## src/source/icache_pkg.sv

```systemverilog
package icache_pkg;

  // Fetch and memory word sizes
  localparam int ADDR_W = 32;
  localparam int DATA_W = 32;

  // Line geometry
  localparam int LINE_WORDS = 4;
  localparam int LINE_W = LINE_WORDS * DATA_W;

  // Two ways of sixteen sets
  localparam int SETS = 16;
  localparam int WAYS = 2;

  // Address split
  localparam int IDX_W = 4;
  localparam int OFS_W = 2;
  // Two low bits select the byte inside a word
  localparam int TAG_W = ADDR_W - IDX_W - OFS_W - 2;

  // Fetch address, seen either as a plain word or as cache fields
  typedef union packed {
    // Whole address as driven by the fetch stage
    logic [ADDR_W-1:0] raw;
    // Lookup view, tag on top
    struct packed {
      logic [TAG_W-1:0] tag;
      logic [IDX_W-1:0] index;
      logic [OFS_W-1:0] word_ofs;
      logic [1:0]       byte_ofs;
    } fields;
  } icache_addr_u;

  // Controller states
  typedef enum logic [1:0] {
    // Waiting for a miss
    ICACHE_IDLE        = 2'b00,
    // Line read outstanding on the memory side
    ICACHE_READ_MEMORY = 2'b01
  } icache_state_e;

endpackage

```

## src/source/icache_controller.sv

```systemverilog
`timescale 1ns/10ps

module icache_controller (
  input  logic clk_i,
  input  logic rst_ni,

  // Fetch request side
  input  logic req_i,
  input  logic kill_i,
  output logic ack_o,

  // Lookup result from the tag array
  input  logic hit_i,

  // Memory handshake
  input  logic mem_ack_i,
  output logic mem_req_o,

  // Line, tag and valid write strobe
  output logic refill_o
);

  icache_pkg::icache_state_e state_q;
  icache_pkg::icache_state_e state_d;

  // Request that may be looked up this cycle
  logic lookup;
  // Qualified lookup results
  logic hit_req;
  logic miss_req;
  // Registered fetch acknowledge
  logic ack_q;

  // No lookup while the previous answer is on the bus
  // so a held request is only acknowledged once
  assign lookup = req_i & ~ack_q & ~kill_i;

  assign hit_req  = lookup & hit_i;
  assign miss_req = lookup & ~hit_i;

  // State register
  always_ff @(posedge clk_i) begin
    if (!rst_ni) begin
      state_q <= icache_pkg::ICACHE_IDLE;
    end else begin
      state_q <= state_d;
    end
  end

  // Next state and memory side strobes
  always_comb begin
    state_d   = state_q;
    mem_req_o = 1'b0;
    refill_o  = 1'b0;

    unique case (state_q)
      icache_pkg::ICACHE_IDLE: begin
        // Miss goes straight out to memory in the same cycle
        if (miss_req) begin
          mem_req_o = 1'b1;
          state_d   = icache_pkg::ICACHE_READ_MEMORY;
        end
      end

      icache_pkg::ICACHE_READ_MEMORY: begin
        if (mem_ack_i) begin
          // Line is on mem_data_i now, write it on this edge
          refill_o = 1'b1;
          state_d  = icache_pkg::ICACHE_IDLE;
        end else begin
          // Hold the request until memory answers
          mem_req_o = 1'b1;
        end
      end

      default: begin
        state_d = icache_pkg::ICACHE_IDLE;
      end
    endcase

    // Redirect from fetch wins over everything
    // Memory drops the read once mem_req_o falls
    if (kill_i) begin
      state_d   = icache_pkg::ICACHE_IDLE;
      mem_req_o = 1'b0;
      refill_o  = 1'b0;
    end
  end

  // One cycle hit latency
  always_ff @(posedge clk_i) begin
    if (!rst_ni) begin
      ack_q <= 1'b0;
    end else begin
      ack_q <= hit_req;
    end
  end

  assign ack_o = ack_q;

endmodule

```

## src/source/icache_data_array.sv

```systemverilog
`timescale 1ns/10ps

module icache_data_array (
  input  logic                          clk_i,

  // Set and word select
  input  icache_pkg::icache_addr_u      addr_i,

  // Read port
  input  logic                          read_way_i,
  output logic [icache_pkg::DATA_W-1:0] word_o,

  // Refill port, whole line at once
  input  logic                          write_i,
  input  logic                          write_way_i,
  input  logic [icache_pkg::LINE_W-1:0] line_i
);

  // Line storage, no reset needed
  logic [icache_pkg::LINE_W-1:0] data_q [icache_pkg::WAYS][icache_pkg::SETS];

  logic [icache_pkg::IDX_W-1:0] idx;
  logic [icache_pkg::OFS_W-1:0] ofs;

  // Selected line split into words, word 0 in the low bits
  logic [icache_pkg::LINE_WORDS-1:0][icache_pkg::DATA_W-1:0] rd_line;

  assign idx = addr_i.fields.index;
  assign ofs = addr_i.fields.word_ofs;

  // Refill write
  always_ff @(posedge clk_i) begin
    if (write_i) begin
      data_q[write_way_i][idx] <= line_i;
    end
  end

  // Combinational read of the hitting way
  assign rd_line = data_q[read_way_i][idx];
  assign word_o  = rd_line[ofs];

endmodule

```

## src/source/icache_tag_array.sv

```systemverilog
`timescale 1ns/10ps

module icache_tag_array (
  input  logic                     clk_i,
  input  logic                     rst_ni,

  // Invalidate every line
  input  logic                     flush_i,
  // Write the tag of addr_i into the victim way
  input  logic                     refill_i,

  // Current fetch address
  input  icache_pkg::icache_addr_u addr_i,

  output logic                     hit_o,
  output logic                     hit_way_o,
  output logic                     victim_way_o
);

  // Tag storage, one entry per way and set
  logic [icache_pkg::TAG_W-1:0] tag_q [icache_pkg::WAYS][icache_pkg::SETS];

  // Valid bit per way and set
  logic [icache_pkg::WAYS-1:0][icache_pkg::SETS-1:0] valid_q;

  // One LRU bit per set, names the way to replace next
  logic [icache_pkg::SETS-1:0] lru_q;

  logic [icache_pkg::IDX_W-1:0] idx;
  logic [icache_pkg::TAG_W-1:0] tag;
  logic [icache_pkg::WAYS-1:0]  way_hit;

  assign idx = addr_i.fields.index;
  assign tag = addr_i.fields.tag;

  // Compare both ways of the indexed set in parallel
  always_comb begin
    for (int w = 0; w < icache_pkg::WAYS; w++) begin
      way_hit[w] = valid_q[w][idx] && (tag_q[w][idx] == tag);
    end
  end

  assign hit_o     = |way_hit;
  // Way 1 hitting means way 1, otherwise way 0 or no hit
  assign hit_way_o = way_hit[1];

  assign victim_way_o = lru_q[idx];

  // Tags need no reset, valid bits guard them
  always_ff @(posedge clk_i) begin
    if (refill_i) begin
      tag_q[victim_way_o][idx] <= tag;
    end
  end

  // Valid bits
  always_ff @(posedge clk_i) begin
    if (!rst_ni) begin
      valid_q <= '0;
    end else if (flush_i) begin
      // Like fence.i, drop the whole cache
      valid_q <= '0;
    end else if (refill_i) begin
      valid_q[victim_way_o][idx] <= 1'b1;
    end
  end

  // LRU bits
  always_ff @(posedge clk_i) begin
    if (!rst_ni) begin
      lru_q <= '0;
    end else if (refill_i) begin
      // Freshly filled way becomes most recent
      lru_q[idx] <= ~victim_way_o;
    end else if (hit_o) begin
      // Point away from the way just used
      lru_q[idx] <= ~hit_way_o;
    end
  end

endmodule

```

## src/source/icache_top.sv

```systemverilog
`timescale 1ns/10ps

module icache_top (
  input  logic                          clk_i,
  input  logic                          rst_ni,

  // Fetch side
  input  logic                          req_i,
  input  logic                          kill_i,
  input  logic [icache_pkg::ADDR_W-1:0] addr_i,
  output logic                          ack_o,
  output logic [icache_pkg::DATA_W-1:0] instr_o,

  // Cache maintenance
  input  logic                          flush_i,

  // Memory side
  output logic                          mem_req_o,
  output logic [icache_pkg::ADDR_W-1:0] mem_addr_o,
  input  logic                          mem_ack_i,
  input  logic [icache_pkg::LINE_W-1:0] mem_data_i
);

  icache_pkg::icache_addr_u addr_u;
  icache_pkg::icache_addr_u line_addr;

  logic                          hit;
  logic                          hit_way;
  logic                          victim_way;
  logic                          refill;
  logic [icache_pkg::DATA_W-1:0] rd_word;
  logic [icache_pkg::DATA_W-1:0] instr_q;

  // Fetch address in field form
  assign addr_u.raw = addr_i;

  // Memory reads whole lines, so clear both offsets
  always_comb begin
    line_addr                 = addr_u;
    line_addr.fields.word_ofs = '0;
    line_addr.fields.byte_ofs = '0;
  end

  assign mem_addr_o = line_addr.raw;

  icache_controller u_controller (
    .clk_i     (clk_i),
    .rst_ni    (rst_ni),
    .req_i     (req_i),
    .kill_i    (kill_i),
    .hit_i     (hit),
    .mem_ack_i (mem_ack_i),
    .mem_req_o (mem_req_o),
    .refill_o  (refill),
    .ack_o     (ack_o)
  );

  icache_tag_array u_tag_array (
    .clk_i        (clk_i),
    .rst_ni       (rst_ni),
    .flush_i      (flush_i),
    .refill_i     (refill),
    .addr_i       (addr_u),
    .hit_o        (hit),
    .hit_way_o    (hit_way),
    .victim_way_o (victim_way)
  );

  // Read from the hitting way, refill into the victim
  icache_data_array u_data_array (
    .clk_i       (clk_i),
    .addr_i      (addr_u),
    .read_way_i  (hit_way),
    .word_o      (rd_word),
    .write_i     (refill),
    .write_way_i (victim_way),
    .line_i      (mem_data_i)
  );

  // Instruction word lines up with the registered ack
  always_ff @(posedge clk_i) begin
    if (hit) begin
      instr_q <= rd_word;
    end
  end

  assign instr_o = instr_q;

endmodule

```

## config.mk

```make
export PLATFORM = sky130hd
export DESIGN_NAME = icache_top
export DESIGN_NICKNAME = d
export VERILOG_FILES = /design/src/source/icache_pkg.sv /design/src/source/icache_controller.sv /design/src/source/icache_data_array.sv /design/src/source/icache_tag_array.sv /design/src/source/icache_top.sv
export SDC_FILE = /design/constraint.sdc
export NUM_CORES = 2
export LEC_CHECK = 0
export BUFFER_PORTS_ARGS = -buffer_cell sky130_fd_sc_hd__buf_4
export CORE_ASPECT_RATIO = 1.25
export CORE_UTILIZATION = 55
export CTS_CLUSTER_DIAMETER = 30
export CTS_CLUSTER_SIZE = 30
export DETAILED_ROUTE_END_ITERATION = 16
export GPL_TIMING_DRIVEN = 0
export PLACE_DENSITY = 0.71
export SYNTH_ARGS = -nofsm -noshare
export SYNTH_HDL_FRONTEND = slang
export SYNTH_MEMORY_MAX_BITS = 65536
export SYNTH_SLANG_ARGS = --single-unit
```

## constraint.sdc

```tcl
create_clock -name clk_i -period 11.87 [get_ports clk_i]
set_clock_uncertainty 0.2 [all_clocks]
set_input_delay 0.5935 -clock clk_i [delete_from_list [all_inputs] [get_ports clk_i]]
set_output_delay 0.5935 -clock clk_i [all_outputs]
set_load 0.05 [all_outputs]
```

Word-level counts from Yosys, hierarchy flattened:

Memories as Yosys holds them, arrays and structs flattened.
Cells that the tools add are included.
W data, S select, Z words.

* bitwise operators: 12
* muxes and demuxes: 42
* shifts and indexed selects: 0
* eq/ne operators: 5
* div/mod/pow operators: 0
* magnitude comparators: 7
* reduce and logical (&&, ||, !) cells: 11
* add/sub/neg operators: 0
* multipliers: 0

Operators by type and width (number)
* $mux W2048: 1
* $bmux W128 S4: 1
* $demux W128 S4: 1
* $mux W128: 3
* $mux W384: 1
* $bmux W24 S4: 2
* $mux W24: 5
* $demux W24 S4: 1
* $bmux W32 S2: 1
* $eq A24 B24 Y1: 2
* $mux W16: 3
* $bwmux W16: 2
* $mux W32: 1
* $or A32 B32 Y32: 1
* $demux W16 S1: 1
* $bmux W1 S4: 3
* $mux W1: 11
* $not A1 Y1: 6
* $reduce_or A2 Y1: 3
* $ge A5 B5 Y1 const B: 1
* $logic_and A1 B1 Y1: 5
* $lt A4 B5 Y1 const B: 1
* $lt A5 B1 Y1 const B: 1
* $not A4 Y5: 1
* 15 further kinds: 19

* input port bits: 166
* logic and storage cells: 85
* RAM bits: 4864
* memory bits (read-only): 0
* bits in registers: 83
* output and inout bits: 66
* latch bits: 0
* memories: 2

Memories
* u_data_array.data_q: depth 2, width 2048, rd ports 1, clocked after memory_dff 0, write ports 1, RTL line icache_data_array.sv:20 `logic [icache_pkg::LINE_W-1:0] data_q [icache_pkg::WAYS][icache_pkg::SETS];`
* u_tag_array.tag_q: depth 2, width 384, rd ports 2, clocked after memory_dff 0, write ports 1, RTL line icache_tag_array.sv:21 `logic [icache_pkg::TAG_W-1:0] tag_q [icache_pkg::WAYS][icache_pkg::SETS];`

Logic depth before layout (Yosys ltp):

* depth after elaboration: 12
* mapped depth: 22
* gate-level depth less buffers: 13

Modules after synthesis:

From an unflattened synthesis, not the netlist that was laid out.

* cell total of the unflattened synthesis: 8815
* area, all modules: 189116.4 um^2

Modules (own cells, without submodules)
* icache_data_array: area an instance 154887.3 um^2, seq. area each 122998.0 um^2, cells an instance 7032, instances 1
* icache_tag_array: area an instance 32929.1 um^2, seq. area each 24023.0 um^2, cells an instance 1708, instances 1
* icache_top: area an instance 1204.9 um^2, seq. area each 960.9 um^2, cells an instance 65, instances 1
* icache_controller: area an instance 95.1 um^2, seq. area each 40.0 um^2, cells an instance 10, instances 1

Least setup slack after synthesis:

No wires, ideal clock.

* path kind: input to register
* start: input port addr_i[4] (netlist name)
* end: memory u_data_array.data_q[0][512] (netlist name) (enable)
* path buffers: 9
* stages on the path: 13
* data arrival time: 10.166 ns
* data required time: 11.002 ns
* setup time: 0.668 ns
* setup slack: 0.836 ns
* cell sequence: buf_2 > buf_2 > buf_4 > buf_2 > buf_4 > buf_2 > buf_2 > mux4_2 > mux4_2 > nand2b_1 > clkbuf_1 > clkbuf_1 > nor2_1

* word-level cells in the longest chain between the ends: 6
* elaborated cells between the ends (all ways): 9
* classes of those cells: 2 x order compare; 5 x mux; 1 x bitwise; 1 x reduce/logical

RTL lines
* from (decl): RTL line icache_top.sv:10 `input logic [icache_pkg::ADDR_W-1:0] addr_i,`
* $not A4 Y5 (implied by the code): RTL line icache_data_array.sv:34 `data_q[write_way_i][idx] <= line_i;`
* $ge A5 B5 Y1 (implied by the code) or $lt A5 B1 Y1 (tied branches): RTL line icache_data_array.sv:34
* $logic_and A1 B1 Y1 (implied by the code): RTL line icache_data_array.sv:34
* $mux W128 (implied by the code): RTL line icache_data_array.sv:34
* $demux W128 S4: RTL line icache_data_array.sv:34
* $mux W2048 (implied by the code): RTL line icache_data_array.sv:34
* to (decl): RTL line icache_data_array.sv:20

Parallel ways exist; a longest one is shown, timed or not. The select of a mux whose other input is x is not followed.

Worst setup path after layout:

* start: input port addr_i[5] (netlist name)
* end: register instr_q, in the netlist instr_o[5] (data pin)

* word-level cells in the longest chain between the ends: 12
* elaborated cells between the ends (all ways): 14
* classes of those cells: 1 x eq/ne; 10 x mux; 1 x bitwise; 1 x reduce/logical; 1 x memory

RTL lines
* $not A4 Y5 (implied by the code): RTL line icache_data_array.sv:39, icache_tag_array.sv:39
* $bmux W24 S4: RTL line icache_tag_array.sv:39 `way_hit[w] = valid_q[w][idx] && (tag_q[w][idx] == tag);`
* $mux W24 (implied by the code) (2 in a row): RTL line icache_tag_array.sv:39
* $eq A24 B24 Y1: RTL line icache_tag_array.sv:39
* $logic_and A1 B1 Y1: RTL line icache_tag_array.sv:39
* $mem_v2 Z2 W2048
* $bmux W128 S4 (*): RTL line icache_data_array.sv:39 `assign rd_line = data_q[read_way_i][idx];`
* $mux W128 (implied by the code) (*) (2 in a row): RTL line icache_data_array.sv:39
* $bmux W32 S2 (*): RTL line icache_data_array.sv:40 `assign word_o = rd_line[ofs];`
* $mux W32 (implied by the code) (*): RTL line icache_data_array.sv:40
* named net rd_word (one bit): RTL line icache_top.sv:31 `logic [icache_pkg::DATA_W-1:0] rd_word;`
* to (signal assigned): RTL line icache_top.sv:83 `instr_q <= rd_word;`
* to (decl): RTL line icache_top.sv:32 `logic [icache_pkg::DATA_W-1:0] instr_q;`

The timed path passes the listed nets; every way through them passes the cells marked *. The select of a mux whose other input is x is not followed.
A chain may end at the register's enable or synchronous reset.

==> flow_summary.toml <==
[layout]
design.final.nets = 12614
stdcell_count = 17730
drive_above_1_share = 0.1693
flow.area_growth_from_synthesis_pct = 20.11

[clock_network]
numCtsBuffers = 688
cts_root_buffer = "clkbuf_16"
clock_tree_from_tritoncts = "built"
cts_setup_buffers = 0
h-tree-depth = 6
clock_latency_ps = 1090
clk_pin_slew_ps = 70
tritoncts_sinks = 4946
cts_max_path_buffers = 4
cts-resized-gates = 0

[grt]
number_of_antenna_violations_at_the_first_check_in_global_routing = 66
grt_max_degree = 40
grt_remaining_overflow = 0
number_of_global_route_vias_before_repair = 119910
track_usage = 0.3625
global_route_wire_length_before_repair_mm = 887.5

[floorplanning]
num_rows = 242
initial_core_util = 0.5533
core_region_area_um2 = 347900
dieWidth_um = 531.2
die_y_um = 663.4
number_of_top_level_pins = 232
die_area_um2 = 352400

[setup_path]
cp_max_fo = 10
data_required_time_at_the_worst_endpoint_ps = 12540
crit_family = "buffers and inverters"
startpoint_type = "primary input"
critPathBufInv = 8
reg2reg_to = "instr_o[5]"
critical-path-max-stage-delay_ps = 800
critical_path_cell_count = 20
cp_data_arrival_time_ps = 9280
crit_path_cell_trace = "buf_4 -> buf_6 -> buf_4 -> buf_4 -> nand2_1 -> o22ai_1 -> nor3_1 -> nor4b_1 -> nand4_1 -> a2111oi_0 -> nand2_1 -> buf_2 -> buf_2 -> clkbuf_2 -> clkbuf_1 -> a31oi_1 -> a41oi_1 -> a21oi_1 -> nand4b_1 -> a31o_1"
crit_path_end_kind = "register"
reg2reg_setup_slack_ps = 3990
slowest_stage = "nand2_1"
reg2reg_depth = 16
cp_common_cell = "buf_4"
timing_worst_setup_path_type = "in2reg"
rr_startpoint = "u_tag_array.tag_q[1][13]"

[sta]
timing.setup.tns_ps = 0
max_freq_mhz = 116.1
report.final.slew_viol_count = 201
hold_viol = 0
grt_setup_unrepaired = "false"
relative_slew_slack = -0.1282
worst_slew_pin_slew_ps = 1692
final_period_minus_worst_setup_slack_ps = 8612
fin_crit_share = 0.7255
setup_viol_count_final = 0

[placement]
numPlacedInstances = 16234
port_buffers = 220
routabilityCongestion = 0.9594
detailed_place_hpwl_mm = 439.4

[synth]
synth_flop_cell = "edfxtp_1"
synth_seq_area_share = 0.7689
synthesis.yosys.warnings = 0
post_synthesis_cell_count = 11113
ys_async_sr_fraction = 0
synth.cell_area_um2 = 192500
distinct_cell_type_count_of_the_synthesized_netlist = 67
ys_seq_elements = 4946
number_of_synthesized_flops_with_an_enable_pin = 4896
synthesis.area_per_instance_um2 = 17.32

[run]
maxCapViolations = 19

[drt]
detail_route.drc_violations = 0
dr.first_iter.drc_count = 17892
drt_first_pass_iters = 8
routed_wirelength_mm = 648.9
vias_per_cell = 6.798
routed-via-count = 120536
ant_nets = 0
detail_route.wl_per_cell_um = 36.60

[run_status]
run_status = "finished, violations left"
failed_checks = "max-capacitance violations, max-slew violations"

[power_and_ir_drop]
power.density_nw_per_um2 = 180.6
vdd_ir_drop_max_mv = 0.1674
cellLeakagePower_nw = 82.66
p_total_mw = 41.75

[worst_hold_path]
hold_path.startpoint = "mem_data_i[20]"
hold_crit_class = "in2reg"
hold_path_depth = 2
min_to = "u_data_array.data_q[0][20]"
## state kept, by name, indices dropped and copies added, names as in the netlist
signal,flops
instr_o,32
u_tag_array.lru_q,16
u_tag_array.valid_q,32
u_tag_array.tag_q,768
u_controller.ack_o,1
u_controller.state_q,1
u_data_array.data_q,4096
## through the flow
step	instance area (um^2)	worst slack, ps	utilization	hold WS, ps
floorplan	192500	835.9	-	235.4
global placement	200000	-11820	0.5748	240.4
detailed placement	205600	2477	0.5910	252.6
CTS	231100	3597	0.6641	197.4
global route	231100	3372	0.6643	252.2
finish	231200	3258	0.6646	241.8
## layer usage
layer / global-route usage / wire length (um) / up-vias
li1: - / - / 48095
met1: 0.4133 / 205800 / 60451
met2: 0.5718 / 301600 / 9469
met3: 0.09631 / 76790 / 2487
met4: 0.3025 / 64440 / 34
met5: 0 / 217 / -
## worst register-to-register path, delay by kind of cell (launching register included)
kind / cells / cell delay (ps)
AOI/OAI and AO/OA: 7 / 2880
and+or+nand+nor: 4 / 1520
buffers and inverters: 4 / 2190
muxes: 1 / 510
DFF: 1 / 390
## timing repair
item                                     CTS  global route
endpoints found under the setup margin     0             0
hold buffers                             159             0
hold endpoints to repair                4874             0
## cells by family (layout without fill, tap and decap cells)
| group | Yosys count | after routing | share of synthesized area |
|---|---|---|---|
| mux | 1598 | 1598 | 0.09582 |
| xor+xnor | 45 | 45 | 0.002047 |
| simple gates | 1711 | 1711 | 0.04803 |
| flops | 4946 | 4946 | 0.7689 |
| compound gates | 1957 | 1957 | 0.06593 |
| other cells | 1 | 58 | 0.00001948 |
| buf+inv | 855 | 2779 | 0.01921 |
## where the power goes
group | internal (mW) | switching, mW
logic | 0.393 | 1.23
clock network | 12.6 | 8.28
registers | 19.2 | 0.00276
## Yosys cell counts, types with 60 or more instances
library cell  number  share of area
buf_2            168         0.0044
nand2_1          601          0.012
nand4_1          136         0.0044
clkbuf_1         561          0.011
nor4_1            65         0.0021
a21oi_1          154         0.0040
mux2i_1         1368          0.071
buf_4             60         0.0023
edfxtp_1        4896           0.76
a41oi_1           83         0.0038
a311oi_1          63         0.0029
mux4_2           192          0.022
o22a_1            62         0.0028
o22ai_1          466          0.015
o21ai_0          229         0.0060
and3_1           745          0.024
a31oi_1          716          0.023
## how the worst max path moves through the flow
stage,start,slack (ps),end
global placement,addr_i[5],-11820,u_data_array.data_q[0][1603]
floorplan,addr_i[4],840,u_data_array.data_q[0][512]
detailed placement,addr_i[5],2480,u_data_array.data_q[1][608]
global route,addr_i[5],3370,instr_o[5]
finish,addr_i[5],3260,instr_o[5]
CTS,addr_i[5],3600,u_data_array.data_q[1][624]
## area by class of cell
cell class,count,area [um^2]
inverters,14,52.55
multi-input cells,5315,41200
clock inverters,535,6354
repair buffers,642,8462
clock buffers,747,17510
plain buffers,841,3682
fillers,22460,116700
flip-flops and latches,4946,148000
well taps,4636,5801
diodes,54,135.1
## layout by cell type, fill, tap and decap left out, types with 92 or more instances in the layout
master / count
a21oi_1: 154
nand2_1: 601
mux2i_1: 1368
buf_12: 215
mux4_2: 192
clkbuf_1: 592
inv_6: 92
edfxtp_1: 4896
buf_4: 286
o22ai_1: 466
o21ai_0: 229
and3_1: 745
a31oi_1: 716
buf_2: 173
clkbuf_16: 691
dlygate4sd3_1: 159
nand4_1: 136
Note: power is estimated with default switching activity, not from simulation.
